### src/verilog/ft_bridge_params.svh
`ifndef FT_BRIDGE_PARAMS_SVH
`define FT_BRIDGE_PARAMS_SVH

// register address width in bits.
`define FT_ADDR_W 7

// number of byte registers behind the arbiter.
`define FT_MEM_DEPTH 128

// reply queue slots, must be a power of two.
`define FT_RPLQ_DEPTH 8

`endif
### src/verilog/ft_bridge_pkg.sv
`include "ft_bridge_params.svh"

package ft_bridge_pkg;

        typedef logic [`FT_ADDR_W-1:0] reg_addr_t;

        typedef struct packed {
                logic      is_read;  // set for a read frame.
                reg_addr_t addr;
        } frame_hdr_t;

        typedef struct packed {
                frame_hdr_t hdr;
                logic [7:0] data;
        } wr_frame_t;

        typedef struct packed {
                frame_hdr_t hdr;
                logic [7:0] tag;  // echoed back ahead of the register value.
        } rd_frame_t;

        // the second byte of a host frame is either write data or a read tag.
        typedef union packed {
                wr_frame_t wr;
                rd_frame_t rd;
        } host_frame_u;

endpackage

### src/verilog/mem_req_if.sv
`timescale 1ns/10ps

interface mem_req_if;
        import ft_bridge_pkg::*;

        logic       req;    // one-cycle request strobe.
        logic       we;
        reg_addr_t  addr;
        logic [7:0] wdata;
        logic [7:0] rdata;  // valid together with done.
        logic       done;   // one-cycle completion strobe.

        modport peer (
                output req, we, addr, wdata,
                input  rdata, done
        );

        modport arb (
                input  req, we, addr, wdata,
                output rdata, done
        );

endinterface

### src/verilog/host_cmd_engine.sv
`timescale 1ns/10ps
`include "ft_bridge_params.svh"

module host_cmd_engine (
        input  logic       clk_i,
        input  logic       suspend_n_i,
        input  logic [7:0] rx_byte_i,
        input  logic       rx_valid_i,
        output logic       rx_hold_o,
        output logic [7:0] tx_byte_o,
        output logic       tx_avail_o,
        input  logic       tx_pop_i,
        mem_req_if.peer    mem
);
        import ft_bridge_pkg::*;

        localparam int          QW       = $clog2(`FT_RPLQ_DEPTH);
        localparam logic [QW:0] HOLD_LVL = `FT_RPLQ_DEPTH - 4;
        localparam logic [QW:0] CNT_ONE  = 1;
        localparam logic [QW-1:0] PTR_ONE = 1;

        host_frame_u   frame_q;
        logic          phase_q;
        logic          req_q;
        logic          rd_pend_q;
        logic          push_tag;
        logic          push_data;
        logic [7:0]    rplq_mem [0:`FT_RPLQ_DEPTH-1];
        logic [QW-1:0] wr_ptr_q;
        logic [QW-1:0] rd_ptr_q;
        logic [QW-1:0] tag_ptr;
        logic [QW:0]   cnt_q;
        logic [QW:0]   cnt_nxt;

        assign mem.req   = req_q;
        assign mem.we    = !frame_q.wr.hdr.is_read;
        assign mem.addr  = frame_q.wr.hdr.addr;
        assign mem.wdata = frame_q.wr.data;

        assign push_tag  = req_q && frame_q.rd.hdr.is_read;
        assign push_data = mem.done && rd_pend_q;  // older frame, so it goes in ahead of a tag.
        assign tag_ptr   = push_data ? wr_ptr_q + PTR_ONE : wr_ptr_q;

        assign tx_byte_o  = rplq_mem[rd_ptr_q];
        assign tx_avail_o = (cnt_q != '0);
        assign rx_hold_o  = (cnt_q > HOLD_LVL);  // keep room for frames still in flight.

        always_comb begin
                cnt_nxt = cnt_q;
                if (push_data) begin
                        cnt_nxt = cnt_nxt + CNT_ONE;
                end
                if (push_tag) begin
                        cnt_nxt = cnt_nxt + CNT_ONE;
                end
                if (tx_pop_i) begin
                        cnt_nxt = cnt_nxt - CNT_ONE;
                end
        end

        always_ff @(posedge clk_i or negedge suspend_n_i) begin
                if (!suspend_n_i) begin
                        phase_q   <= 1'b0;
                        req_q     <= 1'b0;
                        rd_pend_q <= 1'b0;
                        wr_ptr_q  <= '0;
                        rd_ptr_q  <= '0;
                        cnt_q     <= '0;
                end else begin
                        if (rx_valid_i) begin
                                phase_q <= !phase_q;
                        end
                        req_q <= rx_valid_i && phase_q;  // second byte completes the frame.
                        if (req_q) begin
                                rd_pend_q <= frame_q.rd.hdr.is_read;
                        end else if (mem.done) begin
                                rd_pend_q <= 1'b0;
                        end
                        if (push_tag) begin
                                wr_ptr_q <= tag_ptr + PTR_ONE;
                        end else if (push_data) begin
                                wr_ptr_q <= wr_ptr_q + PTR_ONE;
                        end
                        if (tx_pop_i) begin
                                rd_ptr_q <= rd_ptr_q + PTR_ONE;
                        end
                        cnt_q <= cnt_nxt;
                end
        end

        always_ff @(posedge clk_i) begin
                if (rx_valid_i && !phase_q) begin
                        frame_q.wr.hdr <= frame_hdr_t'(rx_byte_i);
                end
                if (rx_valid_i && phase_q) begin
                        frame_q.wr.data <= rx_byte_i;
                end
                if (push_data) begin
                        rplq_mem[wr_ptr_q] <= mem.rdata;
                end
                if (push_tag) begin
                        rplq_mem[tag_ptr] <= frame_q.rd.tag;
                end
        end

endmodule

### src/flat_wrapper.sv
// flat-port wrapper written by rule: the top's interface ports become plain ports
module host_cmd_engine_flat import ft_bridge_pkg::*;
  (clk_i, suspend_n_i, rx_byte_i, rx_valid_i, rx_hold_o, tx_byte_o, tx_avail_o, tx_pop_i, mem_req, mem_we, mem_addr, mem_wdata, mem_rdata, mem_done);
  mem_req_if mem_i ();
  input  logic clk_i;
  input  logic suspend_n_i;
  input  logic [7:0] rx_byte_i;
  input  logic rx_valid_i;
  output logic rx_hold_o;
  output logic [7:0] tx_byte_o;
  output logic tx_avail_o;
  input  logic tx_pop_i;
  output wire logic [$bits(mem_i.req)-1:0] mem_req;
  output wire logic [$bits(mem_i.we)-1:0] mem_we;
  output wire logic [$bits(mem_i.addr)-1:0] mem_addr;
  output wire logic [$bits(mem_i.wdata)-1:0] mem_wdata;
  input wire logic [$bits(mem_i.rdata)-1:0] mem_rdata;
  input wire logic [$bits(mem_i.done)-1:0] mem_done;
  assign mem_req = mem_i.req;
  assign mem_we = mem_i.we;
  assign mem_addr = mem_i.addr;
  assign mem_wdata = mem_i.wdata;
  assign mem_i.rdata = mem_rdata;
  assign mem_i.done = mem_done;
  host_cmd_engine u_core (.clk_i(clk_i), .suspend_n_i(suspend_n_i), .rx_byte_i(rx_byte_i), .rx_valid_i(rx_valid_i), .rx_hold_o(rx_hold_o), .tx_byte_o(tx_byte_o), .tx_avail_o(tx_avail_o), .tx_pop_i(tx_pop_i), .mem(mem_i));
endmodule
### config.mk
export PLATFORM = sky130hd
export DESIGN_NAME = host_cmd_engine_flat
export DESIGN_NICKNAME = d
export VERILOG_FILES = /design/src/verilog/ft_bridge_pkg.sv /design/src/verilog/mem_req_if.sv /design/src/verilog/host_cmd_engine.sv /design/src/flat_wrapper.sv
export VERILOG_INCLUDE_DIRS = /design/src /design/src/verilog
export SDC_FILE = /design/constraint.sdc
export NUM_CORES = 1
export LEC_CHECK = 0
export ABC_CLOCK_PERIOD_IN_PS = 4200
export BUFFER_PORTS_ARGS = -buffer_cell sky130_fd_sc_hd__clkbuf_2
export CAP_MARGIN = 10
export CORE_UTILIZATION = 27
export CTS_CLUSTER_SIZE = 28
export DETAILED_ROUTE_END_ITERATION = 16
export GPL_TIMING_DRIVEN = 0
export PLACE_DENSITY = 0.5
export SYNTH_ARGS = -nofsm -noshare
export SYNTH_HDL_FRONTEND = slang
export SYNTH_SLANG_ARGS = --single-unit
### constraint.sdc
create_clock -name clk_i -period 4.2 [get_ports clk_i]
set_input_delay 0.42 -clock clk_i [delete_from_list [all_inputs] [get_ports clk_i]]
set_output_delay 0.42 -clock clk_i [all_outputs]
set_load 0.02 [all_outputs]
Yosys cells after proc, flatten, opt, wreduce, memory -nomap -nowiden:

Memory sizes are Yosys's and may differ from the RTL's.
Index checks and enable logic that the tools add are counted.

* magnitude comparators: 1
* equality and inequality tests: 0
* multipliers: 0
* multiplexer cells: 11
* reductions and logical operators: 8
* bitwise logic cells: 0
* shifts and indexed selects: 0
* $add $sub $neg: 6
* div/mod/pow operators: 0

Operators by type and width (number)
* 4-bit two-way mux: 3
* 3-bit by 1-bit adder with 3-bit output (second input constant): 3
* 4-bit by 1-bit adder with 4-bit output (second input constant): 2
* 1-bit two-way mux: 6
* 3-bit two-way mux: 2
* 4-bit by 3-bit > comparator with 1-bit output (second input constant): 1
* 1-bit logical AND: 4
* 4-bit nonzero test: 1
* 4-bit by 1-bit subtractor with 4-bit output (second input constant): 1
* 1-bit logical NOT: 2
* 2-bit nonzero test: 1

* memories kept: 1
* bits in read-only memories: 0
* output and inout port bits: 27
* latch bits: 0
* bits in registers: 29
* bits of input ports: 21
* RAM bits: 64
* word-level logic and storage cells: 35

Memories
* u_core.rplq_mem: words 8, bits a word 8, read ports 1, clocked after memory_dff 0, write ports 2, line host_cmd_engine.sv:28 `` logic [7:0] rplq_mem [0:`FT_RPLQ_DEPTH-1]; ``

Longest topological paths before layout:

* depth in word-level cells: 6
* depth in mapped cells: 9

Worst setup path before layout:

Ideal clock, no wire load.

* path type: reg2reg
* start point: reg u_core.wr_ptr_q[1]
* end point: mem u_core.rplq_mem[5][0] (enable)
* setup slack: 1948 ps
* arrival time: 1868 ps
* period minus slack after synthesis: 2252 ps
* path buffers: 0
* cell stages (with the launch flop): 7
* path through: dfrtp_1 ha_1 nand3_1 xnor2_1 and2b_2 nand2_1 o21ai_0

RTL lines
* start: declaration: line host_cmd_engine.sv:29 `logic [QW-1:0] wr_ptr_q;`
* start signal: assignment: line host_cmd_engine.sv:80 `wr_ptr_q <= tag_ptr + PTR_ONE;`
* start signal: assignment: line host_cmd_engine.sv:82 `wr_ptr_q <= wr_ptr_q + PTR_ONE;`
* end: declaration: line host_cmd_engine.sv:28

Worst setup path in the final report:

* start point: reg u_core.rd_ptr_q[1]
* end point: out tx_byte_o[6]

* longest elaborated chain between the ends: 1

Ends and longest elaborated chain
* start: declaration: line host_cmd_engine.sv:30 `logic [QW-1:0] rd_ptr_q;`
* start signal: assignment: line host_cmd_engine.sv:85 `rd_ptr_q <= rd_ptr_q + PTR_ONE;`
* memory 8 x 8 bit
* end: declaration: line flat_wrapper.sv:10 `output logic [7:0] tx_byte_o;`

Every way passes these cells.

==> impl_metrics.toml <==
[pwr]
switching_share_pct = 35.4
ir_drop_uv = 200
finalPower_mw = 3.34
p_per_area_nw_per_um2 = 590
switchingPower_mw = 1.18
p_seq_share_pct = 38.6
internal_power_mw = 2.16
clockPowerShare_pct = 23.4
p_leak_nw = 2.06
combinationalPowerShare_pct = 38.1

[place]
place_congestion = 0.730
dp_hpwl_um = 7610
port-buffer-count = 46

[synth]
yosys.cell_types.count = 36
ys_warn_count = 0
synth_fp_nets = 339
ys_seq_elements = 93
avgSynthCellArea_um2 = 15.5
synth-edff-count = 80
ys_seq_area_share_pct = 56.3
post-synth-top-area-fraction_pct = 49.5
synth_top_flop_cell = "edfxtp_1"
syn_area_um2 = 4850
synthCells = 312
synth_area_leaders = "edfxtp_1 50%, mux2_2 14%, mux4_2 7.4%, dfrtp_1 6.7%, mux2_4 5.0%"
synth_async_sr_flop_share_pct = 14.0
yosysTopAreaCell = "edfxtp_1"

[worst_setup_path]
critPathBufInv = 3
crit_path_cell_trace = "clkbuf_1, clkbuf_1, mux4_2, mux2_2, clkbuf_2"
required_ps = 3780
cpMaxStageDelayCell = "clkbuf_1"
cp_top_family = "buffers and inverters"
crit_type = "flop to output pin"
rr_worst_depth = 6
crit_top_cell = "clkbuf_1"
cp-start-kind = "flop"
r2r-end = "u_core.rplq_mem[4][7]$_DFFE_PP_"
reg2reg_slack_ps = 1480
arrival_ps = 2640
slowest_delay_ps = 580
startpoint = "u_core.rd_ptr_q[1]$_DFFE_PN0P_"
worstPathMaxFanout = 10
r2r_start = "u_core.wr_ptr_q[1]$_DFF_PN0_"
end_kind = "output pin"

[die]
dieArea_um2 = 18500
start_util_pct = 27.8
core-area_um2 = 17400
fp-row-count = 48
die_x_um = 136
ioPinCount = 48
die_h_um = 136

[global_route]
grt_usage_pct = 12.9
grt_overflow = 0
grt_pass1_vias = 2905
grt_pass1_wl_um = 17200
antenna_found_initial = 0
grt_max_degree = 17

[final_layout]
antennaDiodeCount = 0
drive_above_1_share_pct = 49.3
finalNetCount = 399
layout_commonest_cell = "edfxtp_1"
syn_to_final_growth_pct = 16.7
mostFrequentLayoutCells = "80 x edfxtp_1, 59 x mux2_2, 46 x clkbuf_2"

[clocking]
clockBufferDepth = 2
path_clk_slew_ps = 70
clk_latency_ps = 350
cts_tree = "built"
cts_htree_levels = 3
post_cts_buffers = 0
cts.sinks = 93
cts_made_buffers = 9
root_buffer = "clkbuf_16"

[sta]
hold_viol = 0
period_needed_ps = 3060
fin_tns_setup_ps = 0
setup_violations = 0
finClkSkew_ps = 7.13
grt_setup_unrepaired = "false"
relSlewSlack_pct = 22.9
fmax_ghz = 0.326
slew_violations = 0
holdWs_ps = 258
worst_slew_pin_slew_ps = 1120
min_period_over_period_pct = 73.0

[job]
maxCapViolCount = 0

[drt]
firstDrtPassIters = 4
ant_nets = 0
wl_per_cell_um = 18.2
vias_per_cell = 4.59
drt-initial-drc-count = 128
drt-total-wl_um = 10900
drc = 0
vias = 2761

[worst_hold_path]
hold_depth = 1
hold_path.class = "primary input to flop"
whs_endpoint = "u_core.frame_q[4]$_DFFE_PP_"
hp-start = "rx_byte_i[4]"

[status]
status = "finished clean"
-- worst register-to-register path, cell delays in order (launching register included) --
cell	delay, ps
dfrtp_1	460
ha_1	200
nand3_1	90
xnor2_1	320
and2b_2	280
nand2_1	90
mux2i_1	890
-- how the worst max path moves through the flow --
stage	endpoint	cells past startpoint
global route	tx_byte_o[6]	5
finish	tx_byte_o[6]	5
global placement	u_core.rplq_mem[5][5]$_DFFE_PP_	6
CTS	tx_byte_o[6]	5
floorplan	u_core.rplq_mem[5][0]$_DFFE_PP_	6
detailed placement	u_core.rplq_mem[4][0]$_DFFE_PP_	6
-- cells in the mapped netlist, drive strengths merged, types with 7 or more instances --
| library cell | number |
|---|---|
| buf | 22 |
| clkbuf | 8 |
| dfrtp | 13 |
| edfxtp | 80 |
| mux2 | 75 |
| mux4 | 16 |
| nand2 | 19 |
| nand3 | 9 |
| nor2 | 7 |
| xnor2 | 11 |
-- logic make-up after synthesis --
group                    synth area share (%)
XOR/XNOR                                 3.07
flip-flops                               56.3
AO/OA/AOI/OAI                            1.63
adder cells (fa/ha/maj)                  1.55
AND/OR/NAND/NOR                          5.70
buffers and inverters                    4.46
multiplexers                             27.3
-- power by group through the flow --
stage          sequential [mW]  combinational, mW  clock (mW)
5_1_grt                   1.31               1.39       0.830
6_report                  1.29               1.27       0.781
2_1_floorplan             1.27              0.952           0
3_5_place_dp              1.31               1.29           0
3_3_place_gp              1.30               1.27           0
4_1_cts                   1.29               1.30       0.802
-- repair_timing --
| item | in CTS | in global routing |
|---|---|---|
| endpoints found under the hold margin | 3 | 0 |
| hold buffers | 1 | 0 |
| gates resized for setup | 0 | 0 |
-- sequential cells by signal, indices dropped and copies added, names as in the netlist --
name,cells
u_core.rplq_mem,64
u_core.frame_q,16
u_core.cnt_q,4
u_core.rd_ptr_q,3
u_core.wr_ptr_q,3
u_core.mem.req,1
u_core.phase_q,1
u_core.rd_pend_q,1
-- metrics by stage --
stage	area, um2	util, %	worst slack [ps]	cells
CTS	5660	32.5	1090	602
finish	5660	32.5	1140	602
global placement	5360	30.8	1120	583
floorplan	4850	-	1950	312
detailed placement	5380	30.9	1430	585
global route	5660	32.5	1050	602
-- layout make-up --
cell class | count | area [um2]
Multi-Input combinational cell | 185 | 1900
Sequential cell | 93 | 2730
Fill cell | 1773 | 11800
Clock inverter | 6 | 46.3
Tap cell | 225 | 282
Timing Repair Buffer | 49 | 255
Inverter | 4 | 15.0
Buffer | 30 | 201
Clock buffer | 10 | 229
-- layer usage --
metal  share of wire [%]  vias up  track usage (%)
met2                  47       66             20.8
met3                 3.9       10             2.09
met4                 1.7        0             5.49
li1                    -     1292                -
met5                   0        -                0
met1                  47     1393             17.2
No activity file was read; power rests on OpenSTA's default activity.
