--- src/verilog/ft_bridge_params.svh ---
`ifndef FT_BRIDGE_PARAMS_SVH
`define FT_BRIDGE_PARAMS_SVH

// register address width in bits.
`define FT_ADDR_W 7

// number of byte registers behind the arbiter.
`define FT_MEM_DEPTH 128

// reply queue slots, must be a power of two.
`define FT_RPLQ_DEPTH 8

`endif
--- src/verilog/ft_bridge_pkg.sv ---
`include "ft_bridge_params.svh"

package ft_bridge_pkg;

        typedef logic [`FT_ADDR_W-1:0] reg_addr_t;

        typedef struct packed {
                logic      is_read;  // set for a read frame.
                reg_addr_t addr;
        } frame_hdr_t;

        typedef struct packed {
                frame_hdr_t hdr;
                logic [7:0] data;
        } wr_frame_t;

        typedef struct packed {
                frame_hdr_t hdr;
                logic [7:0] tag;  // echoed back ahead of the register value.
        } rd_frame_t;

        // the second byte of a host frame is either write data or a read tag.
        typedef union packed {
                wr_frame_t wr;
                rd_frame_t rd;
        } host_frame_u;

endpackage

--- src/verilog/mem_req_if.sv ---
`timescale 1ns/10ps

interface mem_req_if;
        import ft_bridge_pkg::*;

        logic       req;    // one-cycle request strobe.
        logic       we;
        reg_addr_t  addr;
        logic [7:0] wdata;
        logic [7:0] rdata;  // valid together with done.
        logic       done;   // one-cycle completion strobe.

        modport peer (
                output req, we, addr, wdata,
                input  rdata, done
        );

        modport arb (
                input  req, we, addr, wdata,
                output rdata, done
        );

endinterface

--- src/verilog/reg_arbiter.sv ---
`timescale 1ns/10ps
`include "ft_bridge_params.svh"

module reg_arbiter (
        input  logic   clk_i,
        input  logic   suspend_n_i,
        mem_req_if.arb host,
        mem_req_if.arb loc
);
        import ft_bridge_pkg::*;

        logic [7:0] mem_q [0:`FT_MEM_DEPTH-1];
        logic       rr_q;  // 0 gives the host the first slot on a collision.
        logic       pend_vld_q;
        logic       pend_src_q;
        logic       pend_we_q;
        reg_addr_t  pend_addr_q;
        logic [7:0] pend_wdata_q;
        logic [7:0] rdata_q;
        logic       any_req;
        logic       both_req;
        logic       new_src;
        logic       sel_vld;
        logic       sel_src;
        logic       sel_we;
        reg_addr_t  sel_addr;
        logic [7:0] sel_wdata;
        logic       lat_vld;
        logic       lat_src;

        assign any_req  = host.req || loc.req;
        assign both_req = host.req && loc.req;
        assign new_src  = both_req ? rr_q : loc.req;  // 1 selects the local peer.

        // a latched request always goes first, so nothing waits more than one extra cycle.
        assign sel_vld   = pend_vld_q || any_req;
        assign sel_src   = pend_vld_q ? pend_src_q : new_src;
        assign sel_we    = pend_vld_q ? pend_we_q : (new_src ? loc.we : host.we);
        assign sel_addr  = pend_vld_q ? pend_addr_q : (new_src ? loc.addr : host.addr);
        assign sel_wdata = pend_vld_q ? pend_wdata_q : (new_src ? loc.wdata : host.wdata);

        assign lat_vld = pend_vld_q ? any_req : both_req;
        assign lat_src = pend_vld_q ? new_src : !rr_q;

        assign host.rdata = rdata_q;
        assign loc.rdata  = rdata_q;

        always_ff @(posedge clk_i or negedge suspend_n_i) begin
                if (!suspend_n_i) begin
                        rr_q       <= 1'b0;
                        pend_vld_q <= 1'b0;
                        host.done  <= 1'b0;
                        loc.done   <= 1'b0;
                end else begin
                        pend_vld_q <= lat_vld;
                        host.done  <= sel_vld && !sel_src;
                        loc.done   <= sel_vld && sel_src;
                        if (!pend_vld_q && both_req) begin
                                rr_q <= !rr_q;
                        end
                end
        end

        always_ff @(posedge clk_i) begin
                if (sel_vld) begin
                        if (sel_we) begin
                                mem_q[sel_addr] <= sel_wdata;
                        end
                        rdata_q <= mem_q[sel_addr];
                end
                if (lat_vld) begin
                        pend_src_q   <= lat_src;
                        pend_we_q    <= lat_src ? loc.we : host.we;
                        pend_addr_q  <= lat_src ? loc.addr : host.addr;
                        pend_wdata_q <= lat_src ? loc.wdata : host.wdata;
                end
        end

endmodule

--- src/flat_wrapper.sv ---
// flat-port wrapper written by rule: the top's interface ports become plain ports
module reg_arbiter_flat import ft_bridge_pkg::*;
  (clk_i, suspend_n_i, host_req, host_we, host_addr, host_wdata, host_rdata, host_done, loc_req, loc_we, loc_addr, loc_wdata, loc_rdata, loc_done);
  mem_req_if host_i ();
  mem_req_if loc_i ();
  input  logic clk_i;
  input  logic suspend_n_i;
  input wire logic [$bits(host_i.req)-1:0] host_req;
  input wire logic [$bits(host_i.we)-1:0] host_we;
  input wire logic [$bits(host_i.addr)-1:0] host_addr;
  input wire logic [$bits(host_i.wdata)-1:0] host_wdata;
  output wire logic [$bits(host_i.rdata)-1:0] host_rdata;
  output wire logic [$bits(host_i.done)-1:0] host_done;
  input wire logic [$bits(loc_i.req)-1:0] loc_req;
  input wire logic [$bits(loc_i.we)-1:0] loc_we;
  input wire logic [$bits(loc_i.addr)-1:0] loc_addr;
  input wire logic [$bits(loc_i.wdata)-1:0] loc_wdata;
  output wire logic [$bits(loc_i.rdata)-1:0] loc_rdata;
  output wire logic [$bits(loc_i.done)-1:0] loc_done;
  assign host_i.req = host_req;
  assign host_i.we = host_we;
  assign host_i.addr = host_addr;
  assign host_i.wdata = host_wdata;
  assign host_rdata = host_i.rdata;
  assign host_done = host_i.done;
  assign loc_i.req = loc_req;
  assign loc_i.we = loc_we;
  assign loc_i.addr = loc_addr;
  assign loc_i.wdata = loc_wdata;
  assign loc_rdata = loc_i.rdata;
  assign loc_done = loc_i.done;
  reg_arbiter u_core (.clk_i(clk_i), .suspend_n_i(suspend_n_i), .host(host_i), .loc(loc_i));
endmodule
--- config.mk ---
export PLATFORM = sky130hd
export DESIGN_NAME = reg_arbiter_flat
export DESIGN_NICKNAME = d
export VERILOG_FILES = /design/src/verilog/ft_bridge_pkg.sv /design/src/verilog/mem_req_if.sv /design/src/verilog/reg_arbiter.sv /design/src/flat_wrapper.sv
export VERILOG_INCLUDE_DIRS = /design/src /design/src/verilog
export SDC_FILE = /design/constraint.sdc
export NUM_CORES = 1
export LEC_CHECK = 0
export CAP_MARGIN = 20
export CORE_MARGIN = 5
export CORE_UTILIZATION = 40
export DETAILED_ROUTE_END_ITERATION = 16
export DONT_BUFFER_PORTS = 1
export MAX_ROUTING_LAYER = met4
export SYNTH_ARGS = -nofsm -noshare
export SYNTH_HDL_FRONTEND = slang
export SYNTH_SLANG_ARGS = --single-unit
--- constraint.sdc ---
create_clock -name clk_i -period 8.28 [get_ports clk_i]
set_input_delay 0.414 -clock clk_i [delete_from_list [all_inputs] [get_ports clk_i]]
set_output_delay 0.414 -clock clk_i [all_outputs]
set_load 0.03 [all_outputs]
-- Word level (Yosys, flattened, before mapping)
Memories as Yosys holds them, arrays and structs flattened. A register that Yosys moved wholly into a read port is not among the register bits.
Cells that the tools add are included.
- bits in registers: 21
- RAM bits: 1024
- bits of input ports: 36
- output and inout port bits: 18
- word-level logic and storage cells: 34
- memories: 1
- memory list (name ; depth ; bits a word ; read ports ; clocked after memory_dff ; write ports ; RTL line ; RTL):
    u_core.mem_q ; 128 ; 8 ; 1 ; 1 ; 1 ; reg_arbiter.sv:12 ; logic [7:0] mem_q [0:`FT_MEM_DEPTH-1];
- muxes and demuxes: 16
- reductions and logical operators: 9
- operators by type and width (cell ; number):
    two-way mux 8 bit ; 3
    two-way mux 7 bit ; 3
    two-way mux 1 bit ; 10
    logical AND 1 bit ; 4
    logical NOT 1 bit ; 3
    logical OR 1 bit ; 2

-- Longest topological paths before layout
Gate-level depths: netlist of the first run.
- depth after elaboration: 7
- mapped depth: 15

-- Worst setup path before layout of the first run
No wires, ideal clock.
- path kind: reg-to-reg
- from: register u_core.pend_vld_q
- to: memory u_core.mem_q[0][5] (data pin)
- arrival: 6.382 ns
- required time: 7.084 ns
- setup slack: 0.702 ns
- cell stages (with the launch flop): 7
- path buffers: 5
- clock period less this slack: 7.578 ns
- cells stage by stage: dfrtp_1 > buf_4 > clkbuf_1 > clkbuf_1 > clkbuf_1 > clkbuf_1 > o21ai_0
- longest elaborated chain between the ends: 1
- ends and longest elaborated chain (item ; RTL line ; RTL):
    start: declaration ; reg_arbiter.sv:14 ; logic pend_vld_q;
    start signal: assignment ; reg_arbiter.sv:55 ; pend_vld_q <= lat_vld;
    two-way mux 8 bit ; reg_arbiter.sv:40 ; assign sel_wdata = pend_vld_q ? pend_wdata_q : (new_src ? loc.wdata : host.wdata);
    named net u_core.sel_wdata[5] ; reg_arbiter.sv:27 ; logic [7:0] sel_wdata;
    end: declaration ; reg_arbiter.sv:12 ;
The timed path passes the listed nets, and every way through them passes these cells.

-- Final worst setup path of the first run
- from: register u_core.rr_q
- to: register u_core.rdata_q[6], in the netlist u_core.host.rdata[6] (read register of u_core.mem_q) (data pin)
- longest elaborated chain between the ends: 3
- ends and longest elaborated chain (item ; RTL line ; RTL):
    start: declaration ; reg_arbiter.sv:13 ; logic rr_q;
    start signal: assignment ; reg_arbiter.sv:59 ; rr_q <= !rr_q;
    two-way mux 1 bit ; reg_arbiter.sv:33 ; assign new_src = both_req ? rr_q : loc.req;
    two-way mux 7 bit (2 in series) ; reg_arbiter.sv:39 ; assign sel_addr = pend_vld_q ? pend_addr_q : (new_src ? loc.addr : host.addr);
    end: declaration ; reg_arbiter.sv:19 ; logic [7:0] rdata_q;
Every way passes these cells.
A chain may end at the register's enable or synchronous reset.

==> results of run 1 <==
[registers in the layout, summed over array words and instances (netlist names)]
register	flops
u_core.mem_q	1024
u_core.host.rdata	8
u_core.pend_wdata_q	8
u_core.pend_addr_q	7
u_core.host.done	1
u_core.loc.done	1
u_core.pend_src_q	1
u_core.pend_vld_q	1
u_core.pend_we_q	1
u_core.rr_q	1
[where the power goes]
group	switching (uW)	internal, uW	total (uW)
sequential	178	6240	6410
combinational	2120	708	2830
clock	2040	2780	4810
total	4340	9720	14100
[cells by family (layout without fill, tap and decap cells)]
family	Yosys count	in the layout	share of synthesized area
DFF	1053	1053	0.7553
AOI/OAI and AO/OA	656	656	0.1142
and+or+nand+nor	561	561	0.05981
buffers and inverters	186	304	0.02405
muxes	183	183	0.04621
adders and majority gates	1	1	0.0002393
xor gates and xnor gates	1	1	0.0002094
other	0	2	0
[cell usage in the layout (no fill, tap or decap), types with 14 or more instances in the layout]
cell,Yosys,final
a22o_1,24,24
a22oi_1,81,81
o22ai_1,21,21
nor2_1,160,155
a32oi_1,18,18
clkinv_2,0,17
clkinv_1,0,19
a221oi_1,51,51
a31oi_1,45,44
nand4_1,14,14
clkbuf_16,0,110
a222oi_1,33,33
mux2_2,68,68
a221o_1,35,35
mux2i_1,111,111
buf_4,28,53
a21oi_1,118,118
o2bb2ai_1,43,43
nand3_1,40,39
nand2_1,271,264
edfxtp_1,1049,1049
dlygate4sd3_1,0,34
o21ai_0,79,71
clkbuf_1,54,24
[per-stage QoR]
stage / instance area (um^2) / util / power, uW
after floorplan: 41840 / - / 8103
after global placement: 43360 / 0.4184 / 9200
after detailed placement: 43370 / 0.4185 / 9223
after CTS: 47200 / 0.4554 / 14010
after global routing: 47200 / 0.4554 / 14420
final: 47210 / 0.4555 / 14060
[cell type report]
class                           instances  share of cell area
Sequential cell                      1053              0.6694
Clock buffer                          134             0.06022
Tap cell                             1380             0.03658
Antenna cell                            2           0.0001060
Timing Repair Buffer                   96             0.01914
Clock inverter                         64             0.01365
Inverter                               10           0.0007951
Multi-Input combinational cell       1402              0.2001
[worst register-to-register path: stages (launching register included)]
cell and delay [ns]:
dfrtp_1 0.43, nor2b_1 0.58, o21ai_1 0.32, o21ai_4 0.29
buf_12 0.49, buf_4 0.56, mux2_2 0.47, a221o_1 0.29
a222oi_1 0.72, o22ai_1 0.23, nor3_1 0.62, nor4_1 0.15
[path summary, 6_finish.rpt]
kind / start / to / slack, ns / cells past startpoint
hold / removal: suspend_n_i / u_core.rr_q / 0.02 / 1
hold reg to reg: u_core.pend_src_q / u_core.loc.done / 0.51 / 2
setup / recovery: u_core.rr_q / u_core.host.rdata[6] / 2.87 / 11
max in group asynchronous: suspend_n_i / u_core.pend_vld_q / 8.07 / 1
setup reg to reg: u_core.rr_q / u_core.host.rdata[6] / 2.87 / 11
min in group clk_i: loc_addr[5] / u_core.pend_addr_q[5] / 0.08 / 2
[per-layer routing]
| layer | routed length, um | GRT usage | vias up | part of all wire |
|---|---|---|---|---|
| li1 | - | - | 10660 | - |
| met1 | 49990 | 0.3181 | 13240 | 0.37 |
| met2 | 60220 | 0.3575 | 1970 | 0.45 |
| met3 | 17840 | 0.06602 | 307 | 0.13 |
| met4 | 5466 | 0.08581 | 0 | 0.041 |
| met5 | 0 | - | - | 0 |
[timing repair]
action                                 CTS  global route
endpoints found under the hold margin   21             0
hold buffers                            34             0
gates resized for setup                  0             0
==> results by stage, run 1 <==
Synth:
- Among all cell types in the netlist, the one instantiated most often is edfxtp_1.
- The synthesized design contains between 1000 and 1500 enable-type register cells.
- The synthesized design spends more area on one cell type than any other, namely edfxtp_1.
- The proportion of netlist area held by the largest area contributor is 0.7529.
- Synthesis instantiated a little under 80 different standard cells from the library.
- The async set or reset register ratio after synthesis is 0.003799.
- The number of nets handed over by synthesis was around 2700.
- The flip-flop and latch count after synthesis is ~1100.
- Sorting the synthesized cells by how often they occur yields edfxtp_1 (1049), nand2_1 (271), nor2_1 (160).
- Synthesis produced a netlist whose cell count is between 2000 and 3000.
- The most used flip-flop cell after synthesis is edfxtp_1.
- For this run, the register share of the synthesized area comes to 0.7553.
- Sorting the synthesized cells by area gives the leading types as edfxtp_1 (75%), mux2i_1 (2.7%), nand2_1 (2.4%).
- For this run, the number of Yosys warnings is 0.
- The average size of a mapped cell is roughly 16 um^2.
- The synthesized netlist occupies a cell area of between 0.04 and 0.05 mm^2.

STA:
- Measured against its own limit, the worst slew margin works out to 0.1968.
- The number of hold violations in the final report is 0.
- The minimum period implied by the final worst setup slack is between 5 and 6 ns.
- Setup slack closes at about 2.9 ns.
- The number of pins with negative max-slew slack in the final report is 0.
- The summed negative setup slack over all endpoints is 0 ns.
- Setup repair after global routing left no endpoint under its margin.
- Of the available clock period, the critical path in the final layout requires 0.6534.
- On the final layout, the worst hold slack is between 0.02 and 0.025 ns.
- The final count of negative-setup-slack endpoints is 0.
- The worst clock skew on the final layout is between 0.015 and 0.02 ns.
- The peak clock frequency supported by timing is 184.8 MHz.
- For the pin with the worst max-slew slack, the measured transition is around 1.2 ns.

Floorplanning:
- The floorplan die area is between 0.1 and 0.15 mm^2.
- Measured along the x axis, the die boundary spans around 330 um.
- The vertical die dimension is 333.4 um.
- For this configuration, the core starts out at a cell density of 0.4037.
- The core area is 0.1036 mm^2.
- The number of rows created at floorplan is approximately 120.
- The count of boundary I/O pins is 54.

Layout:
- In the final layout, the multi-input gates occupy 0.009445 mm^2.
- For this run, the post-layout net count is 2706.
- The filler cells instantiated in the layout total 8937.
- The post-synthesis to final-layout area growth is 12.84%.
- The proportion of layout cells with a drive suffix above 1 is 0.1261.
- Leaving out filler cells and counting taps, the final layout contains 4141.
- Summing all flip-flop and latch instances after layout gives between 0.03 and 0.04 mm^2.

Clock network:
- The post-CTS repair timing setup buffer count is 0.
- Clock tree synthesis inserted a total of roughly 110 buffers.
- The clock edge transition at the registers on the reported setup and hold paths is roughly 0.060 ns.
- For this design, the sink count on the clock tree is 1053.
- In this run the deepest clock path goes through 3 buffers.
- For the worst-skew pair, the clock arrives at the later sink with an insertion delay of just under 0.7 ns.
- TritonCTS built the clock tree.
- Clock tree synthesis selected as its root buffer the cell clkbuf_16.
- In this run the number of H-tree levels came out at 3.

Detailed routing:
- The ratio of routed vias to standard cells is about 6.3.
- The total DRC errors in the routed layout is 0.
- The routed layout has 26180 vias.
- The first routing iteration left between 4000 and 5000 violations.
- The average wire length per cell after detail routing is roughly 32 um.
- Once detail routing completed, the nets flagged for antenna violations numbered 0.
- The detailed-routing iteration count for the pre-antenna-repair pass is 6.
- For this block, the routed nets add up to 133.5 mm of wire.

Worst setup path:
- The critical path goes through nor2b_1, o21ai_1, o21ai_4, buf_12, buf_4, mux2_2, a221o_1, a222oi_1, o22ai_1, nor3_1, nor4_1.
- The worst setup path is launched from a flop.
- STA classifies the critical path endpoint as a flop.
- The delay of the slowest cell on the worst path is roughly 0.72 ns.
- Counting both buffers and inverters, the worst setup path holds a total of 2.
- The critical path arrival is a little under 6 ns.
- The slowest stage of the critical path belongs to the cell a222oi_1.
- The worst setup path category is flop to flop.
- The largest delay contributor family on the critical path is compound AO/OA/AOI/OAI gates.
- The maximum fanout along the worst path is just under 100.
- The data required time at the worst endpoint is 8.67 ns.

Place:
- The placed wire-length estimate after detailed placement is 75.85 mm.
- At the end of routability-driven placement, the weighted congestion stood at 0.8881.
- Buffers placed on the I/O ports in this run total 0.
- The number of placed instances, taps included is 3907.
- The pre-CTS setup slack is about 3.0 ns.

Global route:
- The initial antenna violation count is 1.
- The number of global-route vias before repair came to 25250.
- The largest net degree at the start of global routing is 129.
- The first global-routing pass estimated 189.4 mm of wire.
- The all-layer global routing usage is 0.2397.
- For this run the aggregate overflow at the end of global routing stands at 0.

Flow run:
- The max capacitance violation total is 0.

Pwr:
- The analysis attributes to cell leakage a power of 0.01487 uW.
- The power per cell area is 297.9 mW/mm^2.
- The maximum vdd drop is 0.1853 mV.

Run status:
- The flow ran to the end, and the final reports show no timing, DRC or antenna violations.

Min path:
- The path class of the tightest hold or removal check is input pin to asynchronous set/reset pin.
No activity file was read; power rests on OpenSTA's default activity.
==> run 2: changes to the inputs <==
==> constraint.sdc (replaced) <==
create_clock -name clk_i -period 5.5 [get_ports clk_i]
set_input_delay 0.275 -clock clk_i [delete_from_list [all_inputs] [get_ports clk_i]]
set_output_delay 0.275 -clock clk_i [all_outputs]
set_load 0.03 [all_outputs]
==> run 2 against run 1 <==
  * Non-clock buffer count is 114 higher
  * Wire length up 0.53%
  * Power rose by 54%
  * Clock skew grew 0.018 ns
  * Combinational power is 55% higher
==> results by stage, run 2 (same netlist as run 1, synthesis figures left out) <==
Clock network:
- The post-CTS repair timing setup buffer count is 0 (unchanged).
- The clock edge transition at the registers on the reported setup and hold paths is 0.06 ns (about the same).
- The TritonCTS clock tree was yes (unchanged).
- The total clock buffers created by CTS is 107 (unchanged).
- The maximum buffer depth of the clock tree is 3 (unchanged).
- The count of H-tree levels built during CTS is 3 (unchanged).
- The clock latency on the worst-skew pair was 0.69 ns (was 0.68 ns).
- The number of clock sinks was 1053 (unchanged).
- The root buffer cell is clkbuf_16 (unchanged).

Place:
- The placed wire-length estimate after detailed placement is 82.94 mm (was 75.85 mm).
- The placed instance area came to 0.04425 mm^2 (was 0.04337 mm^2).
- The routability-driven placement congestion ratio is 0.9300 (was 0.8881).
- The number of buffers added on ports is 0 (unchanged).

Global route:
- The wire length of the first global-routing pass is 189.9 mm (was 189.4 mm).
- The largest net degree at the start of global routing was 129 (unchanged).
- The total grt overflow is 0 (unchanged).
- The initial antenna violation count is 1 (unchanged).
- The all-layer global routing usage is 0.2401 (was 0.2397).
- The number of global-route vias before repair is 25560 (was 25250).

Layout:
- The top register by number of flip-flops is u_core.mem_q (unchanged).
- The flip-flop and latch area came to 0.03160 mm^2 (unchanged).
- The cell area after layout is 0.04833 mm^2 (was 0.04721 mm^2).
- The number of flip-flops under the largest register name is 1024 (unchanged).
- The utilization of the core after routing is 0.4663 (was 0.4555).
- The area of combinational cells with multiple inputs is 0.009420 mm^2 (was 0.009445 mm^2).
- The number of nets in the finished design is 2820 (was 2706).
- The proportion of layout cells with a drive suffix above 1 is 0.1601 (was 0.1261).
- The post-synthesis to final-layout area growth is 15.52% (was 12.84%).
- The most common cell after layout, fill and taps aside is edfxtp_1 (unchanged).
- Commonest cells after routing, fill and taps aside: edfxtp_1 (1049), nand2_1 (271), nor2_1 (156), buf_4 (156), a21oi_1 (118) (was edfxtp_1 (1049), nand2_1 (264), nor2_1 (155)).
- The final-layout fill cell count came to 8814 (was 8937).

Floorplanning:
- The count of boundary I/O pins is 54 (unchanged).
- The core area is 0.1036 mm^2 (unchanged).
- The floorplan die area is 0.1112 mm^2 (unchanged).
- The chip width is 333.4 um (unchanged).
- The vertical die dimension is 333.4 um (unchanged).
- The number of rows created at floorplan is 118 (unchanged).
- The starting density of the core came to 0.4037 (unchanged).

STA:
- The minimum period implied by the final worst setup slack is 4.896 ns (was 5.410 ns).
- The number of pins with negative max-slew slack in the final report is 0 (unchanged).
- The peak clock frequency supported by timing is 204.2 MHz (was 184.8 MHz).
- The slew of the pin with the lowest slew margin was 1.314 ns (was 1.201 ns).
- Setup repair after global routing missed its margin: no (unchanged).
- The number of hold violations in the final report is 0 (unchanged).
- The period utilization is 0.8903 (was 0.6534).
- The worst slack on hold paths is 0.2247 ns (was 0.02007 ns).
- The worst clock skew on the final layout is 0.03810 ns (was 0.01988 ns).
- The remaining max-slew budget at the tightest pin was 0.1160 (was 0.1968).
- The final count of negative-setup-slack endpoints is 0 (unchanged).

Worst setup path:
- The delay of the slowest cell on the worst path is 1.07 ns (was 0.72 ns).
- The worst setup path category is flop to flop (unchanged).
- The combined buffer and inverter count along the critical path came to 1 (was 2).
- The maximum fanout along the worst path is 19 (was 99).
- The critical path arrival was 5.29 ns (was 5.80 ns).
- The kind of end point of the critical path is a flop (unchanged).
- The element type at the critical path start is a flop (unchanged).
- Ordered cell list for the critical path: nor2b_1, or4_4, nand3_4, nor2_4, buf_4, a32oi_1, a222oi_1, nor2_1, nor4_1, nor4_1 (was nor2b_1, o21ai_1, o21ai_4, buf_12, buf_4, mux2_2, a221o_1, a222oi_1, o22ai_1, nor3_1, nor4_1).
- The data required time at the worst endpoint is 5.90 ns (was 8.67 ns).
- The largest delay contributor family on the critical path is simple AND/OR/NAND/NOR gates (was compound AO/OA/AOI/OAI gates).
- The library cell appearing most often on the critical path is nor4_1.
- The slowest cell on the critical path is nor4_1 (was a222oi_1).

Detailed routing:
- The count of nets left with antenna violations after detail routing is 0 (unchanged).
- The vias after detailed routing was 26610 (was 26180).
- The average wire length per cell after detail routing was 31.55 um (was 32.24 um).
- The ratio of routed vias to standard cells is 6.253 (was 6.321).
- The detailed-routing iteration count for the pre-antenna-repair pass is 7 (was 6).
- The routed wire length is 134.2 mm (was 133.5 mm).
- The number of DRC markers after the initial detailed-route iteration is 4187 (was 4016).
- The total DRC errors in the routed layout is 0 (unchanged).

Pwr:
- The power per cell area came to 447.9 mW/mm^2 (was 297.9 mW/mm^2).
- The leakage component of the power is 0.01560 uW (was 0.01487 uW).
- The maximum vdd drop is 0.2428 mV (was 0.1853 mV).

Run status:
- Result of the run: completed (unchanged).

Flow run:
- The max capacitance violation total is 0 (unchanged).

Min path:
- The class of the most critical hold timing path is input pin to flop (was input pin to asynchronous set/reset pin).
[run 2: cell count changes in the layout (fill, tap and decap cells not counted), moves of 6 or more]
cell        change
buf_4         +103
clkbuf_1        -9
bufinv_16       +9
buf_12          +6
clkinvlp_4      -7
clkinv_2        +7
nand2_1         +7
nand2_2         -7
[run 2: path summary, 6_finish.rpt]
path,slack (ns),cells after the start,from,endpoint
setup reg to reg,0.60,10,u_core.rr_q,u_core.host.rdata[5]
hold reg to reg,0.55,2,u_core.pend_src_q,u_core.loc.done
min in group asynchronous,0.42,2,suspend_n_i,u_core.rr_q
setup / recovery,0.60,10,u_core.rr_q,u_core.host.rdata[5]
max in group asynchronous,4.87,2,suspend_n_i,u_core.pend_vld_q
hold / removal,0.22,2,loc_wdata[7],u_core.mem_q[43][7]
[run 2: area by class of cell]
cell class                 instances  share of cell area
sequential                      1053              0.6539
timing repair buffer             210             0.03863
tap                             1380             0.03573
clock inverter                    76             0.01895
inverter                          10           0.0007767
antenna                            1          0.00005178
clock buffer                     123             0.05708
multi-input combinational       1402              0.1949
[run 2: through the flow]
stage          std cells  total power [uW]  setup TNS (ns)  worst slack, ns
2_1_floorplan       2641             12200        -1970.83           -2.078
6_report            4255             21650               0           0.6035
3_3_place_gp        4015             13940               0           0.8779
3_5_place_dp        4016             14000               0           0.7408
4_1_cts             4251             21580               0           0.7153
5_1_grt             4254             22160               0           0.5235
[run 2: what timing repair did]
| item | CTS | global route |
|---|---|---|
| endpoints found under the hold margin | 21 | 0 |
| hold buffers | 36 | 0 |
| setup endpoints to repair | 0 | 0 |
| gates resized for setup | 0 | 0 |
[run 2: worst reg2reg max path, stage by stage (launching register included)]
cell and delay, ns:
dfrtp_1 0.44, nor2b_1 0.61, or4_4 0.30, nand3_4 0.32
nor2_4 0.86, buf_4 0.37, a32oi_1 0.13, a222oi_1 0.30
nor2_1 0.13, nor4_1 1.07, nor4_1 0.09
[run 2: power by group]
group          internal, uW  total (uW)  switching, uW
combinational          1220        4400           3180
sequential             9380        9640            261
clock                  4530        7610           3080
total                 15100       21600           6520
[run 2: per-layer routing]
| layer | global-route usage | share of wire | up-vias |
|---|---|---|---|
| met4 | 0.08232 | 0.039 | 0 |
| li1 | - | - | 10900 |
| met2 | 0.3591 | 0.45 | 1939 |
| met1 | 0.3214 | 0.38 | 13460 |
| met5 | - | 0 | - |
| met3 | 0.06289 | 0.13 | 300 |
